$ cat config.mk
export PLATFORM = sky130hd
export DESIGN_NAME = uart_link_top
export DESIGN_NICKNAME = d
export VERILOG_FILES = /design/src/uart_link_pkg.sv /design/src/uart_link_top.sv /design/src/seq_checker.sv /design/src/uart_tx.sv /design/src/uart_rx.sv
export VERILOG_INCLUDE_DIRS = /design/src /design/src/include
export SDC_FILE = /design/constraint.sdc
export NUM_CORES = 1
export LEC_CHECK = 0
export ABC_AREA = 1
export BUFFER_PORTS_ARGS = -buffer_cell sky130_fd_sc_hd__buf_2
export CAP_MARGIN = 20
export CELL_PAD_IN_SITES_DETAIL_PLACEMENT = 0
export CELL_PAD_IN_SITES_GLOBAL_PLACEMENT = 1
export CORE_MARGIN = 2
export CORE_UTILIZATION = 53
export CTS_BUF_LIST = sky130_fd_sc_hd__clkbuf_16
export DETAILED_ROUTE_END_ITERATION = 8
export HOLD_SLACK_MARGIN = 0.02
export PLACE_DENSITY = 0.9
export SETUP_SLACK_MARGIN = 0.2
export SYNTH_ARGS = -nofsm -noshare
export SYNTH_HDL_FRONTEND = slang
export SYNTH_HIERARCHICAL = 1
export SYNTH_SLANG_ARGS = --single-unit
$ cat constraint.sdc
create_clock -name clk -period 3.2 [get_ports clk]
set_input_delay 0.16 -clock clk [delete_from_list [all_inputs] [get_ports clk]]
set_output_delay 0.16 -clock clk [all_outputs]
set_load 0.01 [all_outputs]
$ cat src/include/uart_baud.svh
// uart baud presets, clocks per bit for common system clock and baud rate pairs
`ifndef UART_BAUD_SVH
`define UART_BAUD_SVH

// 48 MHz system clock from the on-board oscillator
`define BAUD_1M_CLK48M   48     // 1 Mbaud, exact divide
`define BAUD_115K_CLK48M 417    // 115200 baud, about 0.08% slow

// clocks per bit = f_clk / baud, rounded to nearest
// keep above ~8 so mid-bit sampling has margin

`endif
$ cat src/uart_link_pkg.sv
// uart link package, payload width plus parity and state encodings for the link test
package uart_link_pkg;

    // bits per uart payload
    localparam int DATA_W = 8;

    // parity mode, shared by rx and tx
    typedef enum logic [1:0] {
        PARITY_NONE = 2'd0,    // 8N1
        PARITY_EVEN = 2'd1,    // 8E1
        PARITY_ODD  = 2'd2     // 8O1
    } parity_mode_e;

    // receiver phases
    typedef enum logic [2:0] {
        RX_IDLE   = 3'd0,      // waiting for falling edge
        RX_START  = 3'd1,      // confirm start bit at mid-bit
        RX_DATA   = 3'd2,      // shift in data, lsb first
        RX_PARITY = 3'd3,      // optional parity bit
        RX_STOP   = 3'd4       // stop sample, flags out
    } rx_state_e;

    // transmitter phases
    typedef enum logic [2:0] {
        TX_IDLE   = 3'd0,
        TX_START  = 3'd1,
        TX_DATA   = 3'd2,
        TX_PARITY = 3'd3,
        TX_STOP   = 3'd4
    } tx_state_e;

    // sequence checker states
    typedef enum logic [1:0] {
        CHK_WAIT    = 2'd0,    // idle until rx_done
        CHK_COMPARE = 2'd1,    // byte vs expected
        CHK_REPORT  = 2'd2     // error count waiting for tx
    } chk_state_e;

endpackage

$ cat src/uart_link_top.sv
// uart link test top, receiver into sequence checker into transmitter
`timescale 1ns/1ps
`include "uart_baud.svh"

module uart_link_top #(
    parameter int                          CLKS_PER_BIT = `BAUD_1M_CLK48M,
    parameter uart_link_pkg::parity_mode_e PARITY       = uart_link_pkg::PARITY_NONE
) (
    input  logic clk,
    input  logic rst_n,
    input  logic rx,        // serial from host
    output logic tx,        // serial to host
    output logic led_ok,
    output logic led_err
);

    logic [uart_link_pkg::DATA_W-1:0] rx_data;
    logic                             rx_done;
    logic                             parity_error;
    logic                             frame_error;
    logic [uart_link_pkg::DATA_W-1:0] tx_data;
    logic                             tx_start;
    logic                             tx_busy;

    uart_rx #(
        .CLKS_PER_BIT (CLKS_PER_BIT),
        .PARITY       (PARITY)
    ) u_uart_rx (
        .clk          (clk),
        .rst_n        (rst_n),
        .rx           (rx),
        .rx_data      (rx_data),
        .rx_done      (rx_done),
        .parity_error (parity_error),
        .frame_error  (frame_error)
    );

    seq_checker u_seq_checker (
        .clk          (clk),
        .rst_n        (rst_n),
        .rx_data      (rx_data),
        .rx_done      (rx_done),
        .parity_error (parity_error),
        .frame_error  (frame_error),
        .tx_busy      (tx_busy),
        .tx_data      (tx_data),
        .tx_start     (tx_start),
        .led_ok       (led_ok),
        .led_err      (led_err)
    );

    // same framing both directions
    uart_tx #(
        .CLKS_PER_BIT (CLKS_PER_BIT),
        .PARITY       (PARITY)
    ) u_uart_tx (
        .clk          (clk),
        .rst_n        (rst_n),
        .tx_start     (tx_start),
        .tx_data      (tx_data),
        .tx           (tx),
        .tx_busy      (tx_busy)
    );

endmodule

$ cat src/seq_checker.sv
// sequence checker, compares bytes to a counting pattern and reports error counts over tx
`timescale 1ns/1ps

module seq_checker (
    input  logic                             clk,
    input  logic                             rst_n,
    input  logic [uart_link_pkg::DATA_W-1:0] rx_data,
    input  logic                             rx_done,
    input  logic                             parity_error,
    input  logic                             frame_error,
    input  logic                             tx_busy,
    output logic [uart_link_pkg::DATA_W-1:0] tx_data,
    output logic                             tx_start,
    output logic                             led_ok,
    output logic                             led_err
);

    localparam int DATA_W = uart_link_pkg::DATA_W;

    logic [DATA_W-1:0]          expected;   // next value of the counting sequence
    logic [DATA_W-1:0]          err_cnt;    // saturating
    logic                       pending;    // report owed to the host
    logic                       byte_err;
    logic                       cnt_full;
    uart_link_pkg::chk_state_e  state;

    // rx outputs are held until the next rx_done, so compare a cycle late
    assign byte_err = (rx_data != expected) | parity_error | frame_error;
    assign cnt_full = &err_cnt;

    // one-cycle start, only when tx is free
    assign tx_start = (state == uart_link_pkg::CHK_REPORT) & ~tx_busy;
    assign tx_data  = err_cnt;  // always the latest count

    always_ff @(posedge clk or negedge rst_n) begin
        if (!rst_n) begin
            state    <= uart_link_pkg::CHK_WAIT;
            expected <= '0;
            err_cnt  <= '0;
            pending  <= 1'b0;
            led_ok   <= 1'b1;
            led_err  <= 1'b0;
        end else begin
            case (state)
                uart_link_pkg::CHK_WAIT: begin
                    if (rx_done)
                        state <= uart_link_pkg::CHK_COMPARE;
                end
                uart_link_pkg::CHK_COMPARE: begin
                    expected <= expected + 1'b1;    // advances on every byte, wraps
                    if (byte_err) begin
                        if (!cnt_full)
                            err_cnt <= err_cnt + 1'b1;
                        pending <= 1'b1;
                        led_err <= 1'b1;    // sticky
                        led_ok  <= 1'b0;
                    end
                    // an older report may still be waiting on tx
                    state <= (byte_err || pending) ? uart_link_pkg::CHK_REPORT
                                                   : uart_link_pkg::CHK_WAIT;
                end
                uart_link_pkg::CHK_REPORT: begin
                    if (tx_start)
                        pending <= 1'b0;
                    // no back-pressure on rx, a new byte wins over waiting
                    if (rx_done)
                        state <= uart_link_pkg::CHK_COMPARE;
                    else if (tx_start)
                        state <= uart_link_pkg::CHK_WAIT;
                end
                default: state <= uart_link_pkg::CHK_WAIT;
            endcase
        end
    end

endmodule

$ cat src/uart_tx.sv
// uart transmitter, start/data/optional parity/stop framing with a busy flag
`timescale 1ns/1ps

module uart_tx #(
    parameter int                          CLKS_PER_BIT = 48,
    parameter uart_link_pkg::parity_mode_e PARITY       = uart_link_pkg::PARITY_NONE
) (
    input  logic                             clk,
    input  logic                             rst_n,
    input  logic                             tx_start,
    input  logic [uart_link_pkg::DATA_W-1:0] tx_data,
    output logic                             tx,
    output logic                             tx_busy
);

    localparam int DATA_W = uart_link_pkg::DATA_W;
    localparam int CNT_W  = $clog2(CLKS_PER_BIT);
    localparam int IDX_W  = $clog2(DATA_W);

    localparam logic [CNT_W-1:0] FULL_BIT = CNT_W'(CLKS_PER_BIT - 1);
    localparam logic [IDX_W-1:0] LAST_IDX = IDX_W'(DATA_W - 1);

    logic                      accept;      // handshake taken this cycle
    logic                      par_bit;
    logic [DATA_W-1:0]         tx_byte;     // latched frame payload
    logic [CNT_W-1:0]          clk_cnt;     // bit timer
    logic [IDX_W-1:0]          bit_idx;
    logic [IDX_W-1:0]          next_idx;
    uart_link_pkg::tx_state_e  state;

    assign accept   = tx_start & ~tx_busy;
    assign next_idx = bit_idx + 1'b1;
    assign par_bit  = (^tx_byte) ^ (PARITY == uart_link_pkg::PARITY_ODD);

    always_ff @(posedge clk) begin
        if (accept)
            tx_byte <= tx_data;
    end

    always_ff @(posedge clk or negedge rst_n) begin
        if (!rst_n) begin
            state   <= uart_link_pkg::TX_IDLE;
            clk_cnt <= '0;
            bit_idx <= '0;
            tx      <= 1'b1;    // line idles high
            tx_busy <= 1'b0;
        end else begin
            case (state)
                uart_link_pkg::TX_IDLE: begin
                    clk_cnt <= '0;
                    bit_idx <= '0;
                    if (accept) begin
                        state   <= uart_link_pkg::TX_START;
                        tx      <= 1'b0;    // start bit begins with busy
                        tx_busy <= 1'b1;
                    end
                end
                uart_link_pkg::TX_START: begin
                    if (clk_cnt == FULL_BIT) begin
                        clk_cnt <= '0;
                        state   <= uart_link_pkg::TX_DATA;
                        tx      <= tx_byte[0];
                    end else begin
                        clk_cnt <= clk_cnt + 1'b1;
                    end
                end
                uart_link_pkg::TX_DATA: begin
                    if (clk_cnt == FULL_BIT) begin
                        clk_cnt <= '0;
                        if (bit_idx == LAST_IDX) begin
                            if (PARITY != uart_link_pkg::PARITY_NONE) begin
                                state <= uart_link_pkg::TX_PARITY;
                                tx    <= par_bit;
                            end else begin
                                state <= uart_link_pkg::TX_STOP;
                                tx    <= 1'b1;
                            end
                        end else begin
                            bit_idx <= next_idx;
                            tx      <= tx_byte[next_idx];   // lsb first
                        end
                    end else begin
                        clk_cnt <= clk_cnt + 1'b1;
                    end
                end
                uart_link_pkg::TX_PARITY: begin
                    if (clk_cnt == FULL_BIT) begin
                        clk_cnt <= '0;
                        state   <= uart_link_pkg::TX_STOP;
                        tx      <= 1'b1;
                    end else begin
                        clk_cnt <= clk_cnt + 1'b1;
                    end
                end
                uart_link_pkg::TX_STOP: begin
                    if (clk_cnt == FULL_BIT) begin
                        clk_cnt <= '0;
                        state   <= uart_link_pkg::TX_IDLE;
                        tx_busy <= 1'b0;    // full stop bit sent
                    end else begin
                        clk_cnt <= clk_cnt + 1'b1;
                    end
                end
                default: state <= uart_link_pkg::TX_IDLE;
            endcase
        end
    end

endmodule

$ cat src/uart_rx.sv
// uart receiver, synchronised line, mid-bit sampling with parity and stop checks
`timescale 1ns/1ps

module uart_rx #(
    parameter int                          CLKS_PER_BIT = 48,
    parameter uart_link_pkg::parity_mode_e PARITY       = uart_link_pkg::PARITY_NONE
) (
    input  logic                             clk,
    input  logic                             rst_n,
    input  logic                             rx,
    output logic [uart_link_pkg::DATA_W-1:0] rx_data,
    output logic                             rx_done,
    output logic                             parity_error,
    output logic                             frame_error
);

    localparam int DATA_W = uart_link_pkg::DATA_W;
    localparam int CNT_W  = $clog2(CLKS_PER_BIT);
    localparam int IDX_W  = $clog2(DATA_W);

    localparam logic [CNT_W-1:0] FULL_BIT = CNT_W'(CLKS_PER_BIT - 1);
    localparam logic [CNT_W-1:0] HALF_BIT = CNT_W'(CLKS_PER_BIT / 2 - 1); // start to mid-bit
    localparam logic [IDX_W-1:0] LAST_IDX = IDX_W'(DATA_W - 1);

    logic                      rx_meta;     // first sync stage
    logic                      rx_sync;     // second sync stage, safe to use
    logic                      rx_sync_q;   // previous synced value for edge detect
    logic                      start_edge;
    logic                      par_calc;    // parity bit the data calls for
    logic                      par_bit;     // parity bit as received
    logic [DATA_W-1:0]         shift;
    logic [CNT_W-1:0]          clk_cnt;
    logic [IDX_W-1:0]          bit_idx;
    uart_link_pkg::rx_state_e  state;

    // line idles high
    always_ff @(posedge clk or negedge rst_n) begin
        if (!rst_n) begin
            rx_meta   <= 1'b1;
            rx_sync   <= 1'b1;
            rx_sync_q <= 1'b1;
        end else begin
            rx_meta   <= rx;
            rx_sync   <= rx_meta;
            rx_sync_q <= rx_sync;
        end
    end

    assign start_edge = rx_sync_q & ~rx_sync;   // high to low
    assign par_calc   = (^shift) ^ (PARITY == uart_link_pkg::PARITY_ODD);

    always_ff @(posedge clk or negedge rst_n) begin
        if (!rst_n) begin
            state        <= uart_link_pkg::RX_IDLE;
            clk_cnt      <= '0;
            bit_idx      <= '0;
            rx_done      <= 1'b0;
            parity_error <= 1'b0;
            frame_error  <= 1'b0;
        end else begin
            rx_done <= 1'b0;    // single-cycle strobe
            case (state)
                uart_link_pkg::RX_IDLE: begin
                    clk_cnt <= '0;
                    if (start_edge)
                        state <= uart_link_pkg::RX_START;
                end
                uart_link_pkg::RX_START: begin
                    if (clk_cnt == HALF_BIT) begin
                        clk_cnt <= '0;
                        bit_idx <= '0;
                        // glitch, not a real start bit
                        state   <= rx_sync ? uart_link_pkg::RX_IDLE : uart_link_pkg::RX_DATA;
                    end else begin
                        clk_cnt <= clk_cnt + 1'b1;
                    end
                end
                uart_link_pkg::RX_DATA: begin
                    if (clk_cnt == FULL_BIT) begin
                        clk_cnt <= '0;
                        bit_idx <= bit_idx + 1'b1;
                        if (bit_idx == LAST_IDX)
                            state <= (PARITY == uart_link_pkg::PARITY_NONE) ?
                                     uart_link_pkg::RX_STOP : uart_link_pkg::RX_PARITY;
                    end else begin
                        clk_cnt <= clk_cnt + 1'b1;
                    end
                end
                uart_link_pkg::RX_PARITY: begin
                    if (clk_cnt == FULL_BIT) begin
                        clk_cnt <= '0;
                        state   <= uart_link_pkg::RX_STOP;
                    end else begin
                        clk_cnt <= clk_cnt + 1'b1;
                    end
                end
                uart_link_pkg::RX_STOP: begin
                    if (clk_cnt == FULL_BIT) begin
                        clk_cnt      <= '0;
                        state        <= uart_link_pkg::RX_IDLE;
                        rx_done      <= 1'b1;
                        frame_error  <= ~rx_sync;   // stop must be high
                        parity_error <= (PARITY != uart_link_pkg::PARITY_NONE) &&
                                        (par_bit != par_calc);
                    end else begin
                        clk_cnt <= clk_cnt + 1'b1;
                    end
                end
                default: state <= uart_link_pkg::RX_IDLE;
            endcase
        end
    end

    // payload path, sampled at mid-bit
    always_ff @(posedge clk) begin
        if (state == uart_link_pkg::RX_DATA && clk_cnt == FULL_BIT)
            shift <= {rx_sync, shift[DATA_W-1:1]};  // lsb arrives first
        if (state == uart_link_pkg::RX_PARITY && clk_cnt == FULL_BIT)
            par_bit <= rx_sync;
        if (state == uart_link_pkg::RX_STOP && clk_cnt == FULL_BIT)
            rx_data <= shift;   // held until next frame
    end

endmodule

==> results by group <==
Global route
  • Total grt overflow: 0
  • Vias in the first global route: 2377
  • GRT Total Usage: 18.0%
  • Initial antenna violation count: 0
  • Global-route wire length before repair: 10600 um
  • Pin count of the biggest net entering global routing: 41

Routing
  • DRC Markers: 0
  • TritonRoute pass-1 iters: 4
  • Iter 0 DRT Violations: 96
  • Vias: 2466
  • Antenna Violating Nets Remaining: 0
  • Final WL: 6030 um
  • Wirelength per Cell: 11.9 um
  • Via/cell ratio: 4.86

Placed design
  • Buffers on Ports: 5
  • Dpl hpwl: 4150 um
  • GP Congestion: 0.762

Worst setup path
  • Crit Reg-Reg Endpoint: u_uart_rx/shift[3]
  • Worst Path Arrival: 1.79 ns
  • Crit. End Element: flop
  • CP Launch Type: flop
  • Worst R2R Start: u_uart_rx/clk_cnt[0]
  • Kind of critical path: reg -> reg
  • Crit path from: u_uart_rx/clk_cnt[0]
  • R2R setup slack: 1.37 ns
  • CP endpoint: u_uart_rx/shift[3]
  • Worst Reg-to-Reg Cells: 5
  • Worst EP required: 3.17 ns
  • Max FO, Critical Path: 8

Logic synthesis
  • Post-synthesis mux area share: 0%
  • Synthesized netlist cell count: 389
  • Mapped Nets: 400
  • Ys flop type: dfrtp_1
  • EDFF count, synth: 24
  • Synth Area in Simple Gates: 25.8%
  • Yosys cell types: 40
  • Synth top area cells: dfrtp_1, edfxtp_1, nand2_1
  • Synth Warn #: 6
  • Synth top area share: 31.7%
  • Most frequent cell after synthesis: nand2_1
  • Main combinational cell family by area after synthesis: simple AND/OR/NAND/NOR gates
  • Synthesis-stage register bit count: 76
  • Top cells by count, synth: nand2_1, dfrtp_1, inv_1
  • Synth Area in Adders: 2.70%
  • Mapped cell area: 0.00371 mm^2
  • Compound-Gate Fraction of Synth Area: 5.97%
  • Leading area contributor after synthesis: dfrtp_1
  • Xor and xnor area share after synthesis: 4.72%
  • Sequential cell area fraction in the yosys report: 54.6%
  • Synth async-reset ratio: 68.4%
  • Syn Area/Cell: 9.54 um^2

Power and ir drop
  • Max VDD drop: 0.000367 V
  • PwrDens: 587 mW/mm^2
  • Clock power share: 40.4%
  • Leakage: 1.86 nW
  • Seq pwr share: 44.7%
  • Comb pwr share: 14.8%
  • Internal power: 1.76 mW
  • Switch share: 27.8%
  • NetSw: 0.678 mW

CTS
  • Postcts setup bufs: 0
  • TritonCTS buffer count: 9
  • CTS sink cnt: 76
  • CTS hold repair buffers: 2
  • CTS tree: done
  • Max Buffers Root-to-Sink: 2
  • H-tree depth: 3
  • Root Buffer: clkbuf_16
  • Reg clk slew, reported paths: 0.06 ns
  • Post-cts resize count: 0
  • Clock Latency Late Sink: 0.33 ns

Die
  • Die H: 87.7 um
  • FP Rows: 30
  • Ports: 6
  • Die ar.: 0.00769 mm^2
  • Die X: 87.7 um
  • Core area: 0.00679 mm^2
  • Initial Util: 54.6%

Flow run
  • Max cap viols: 0

STA
  • Final-report hold violation count: 0
  • Worst-margin pin slew: 0.915 ns
  • Min Tclk post-route: 1.83 ns
  • FMAX: 547 MHz
  • Final Skew: 0.00631 ns
  • Period utilization: 57.1%
  • Unrepaired setup endpoints after global routing: false
  • Worst rel slew slack: 39.0%
  • Setup TNS Final: 0 ns
  • Setup-failing EPs final: 0
  • Final Max Tran Viols: 0

Cells and area
  • Ant diodes: 0
  • Layout cells sized above 1: 18.2%
  • Final core occ: 61.3%
  • Layout area overhead: 12.1%
  • # nets final: 417

Status
  • Status: completed

Min path
  • Hold/Removal Path Class: reg -> reg
## routing by layer
| metal | vias up | track usage (%) | share of wire, % |
|---|---|---|---|
| met1 | 1136 | 25.0 | 52 |
| li1 | 1291 | - | - |
| met2 | 31 | 26.4 | 43 |
| met5 | - | 0 | 0 |
| met4 | 0 | 7.83 | 1.4 |
| met3 | 8 | 5.18 | 3.1 |
## cell families after synthesis
| group | after synthesis |
|---|---|
| compound gates | 33 |
| xor+xnor | 20 |
| fa+ha+maj | 8 |
| buf+inv | 57 |
| flops | 76 |
| other cells | 1 |
| simple gates | 194 |
## stage by stage
step | hold WS (ns) | std cells | area [um^2] | setup WS (ns) | total power [mW]
6_report | 0.358 | 507 | 4160 | 1.37 | 2.44
5_1_grt | 0.368 | 507 | 4160 | 1.20 | 2.56
4_1_cts | 0.356 | 507 | 4160 | 1.37 | 2.47
3_5_place_dp | 0.267 | 489 | 3850 | 1.38 | 1.47
3_3_place_gp | 0.266 | 489 | 3850 | 1.46 | 1.46
2_1_floorplan | -0.136 | 389 | 3710 | 1.36 | 1.38
## worst min-delay path by stage
| stage | startpoint | slack (ns) | depth (start not counted) | end |
|---|---|---|---|---|
| floorplan | rst_n | -0.14 | 0 | u_seq_checker/expected[0] |
| global placement | rx | 0.27 | 1 | u_uart_rx/rx_meta |
| detailed placement | rx | 0.27 | 1 | u_uart_rx/rx_meta |
| CTS | u_uart_rx/rx_meta | 0.36 | 0 | u_uart_rx/rx_sync |
| global route | u_uart_rx/rx_meta | 0.37 | 0 | u_uart_rx/rx_sync |
| finish | u_uart_rx/rx_meta | 0.36 | 0 | u_uart_rx/rx_sync |
## cell type report
cell class              count  area [um^2]
inverters                  54          203
clock inverters             7         68.8
fillers                   564         2630
flip-flops and latches     76         2030
repair buffers              9         60.1
well taps                  96          120
multi-input cells         256         1460
clock buffers               9          225
## cells in the final DEF (no fill, tap or decap), types with 5 or more instances in the layout
cell type and count:
xor2_1 15, ha_1 8, nor2_1 24, o21ai_1 7, nand4_1 13, nand3_1 22
clkbuf_16 9, inv_2 10, dfstp_2 5, buf_2 5, nor2_2 10, edfxtp_1 24
inv_1 45, nand2_1 100, dfrtp_1 47, xnor2_1 5, nand2_2 7, o21ai_0 10
## sequential cells by signal, summed over array words and instances (netlist names), 3 cells and up
signal / cells
u_seq_checker/expected: 8
u_seq_checker/tx_data: 8
u_uart_rx/bit_idx: 3
u_uart_rx/clk_cnt: 6
u_uart_rx/rx_data: 8
u_uart_rx/shift: 8
u_uart_rx/state: 3
u_uart_tx/bit_idx: 3
u_uart_tx/clk_cnt: 6
u_uart_tx/state: 3
u_uart_tx/tx_byte: 8
## critical path: stages, from the launching register on
cell and delay, ns:
dfrtp_1 0.39, ha_1 0.23, nand2_1 0.08, nor2_2 0.14, nand2_2 0.12, nor2_1 0.50
## power by group through the flow
stage / logic [mW] / registers, mW / clock network, mW
5_1_grt: 0.407 / 1.10 / 1.05
3_3_place_gp: 0.355 / 1.11 / 0
2_1_floorplan: 0.284 / 1.10 / 0
6_report: 0.362 / 1.09 / 0.987
3_5_place_dp: 0.361 / 1.11 / 0
4_1_cts: 0.364 / 1.09 / 1.01
No activity file was read; power rests on OpenSTA's default activity.
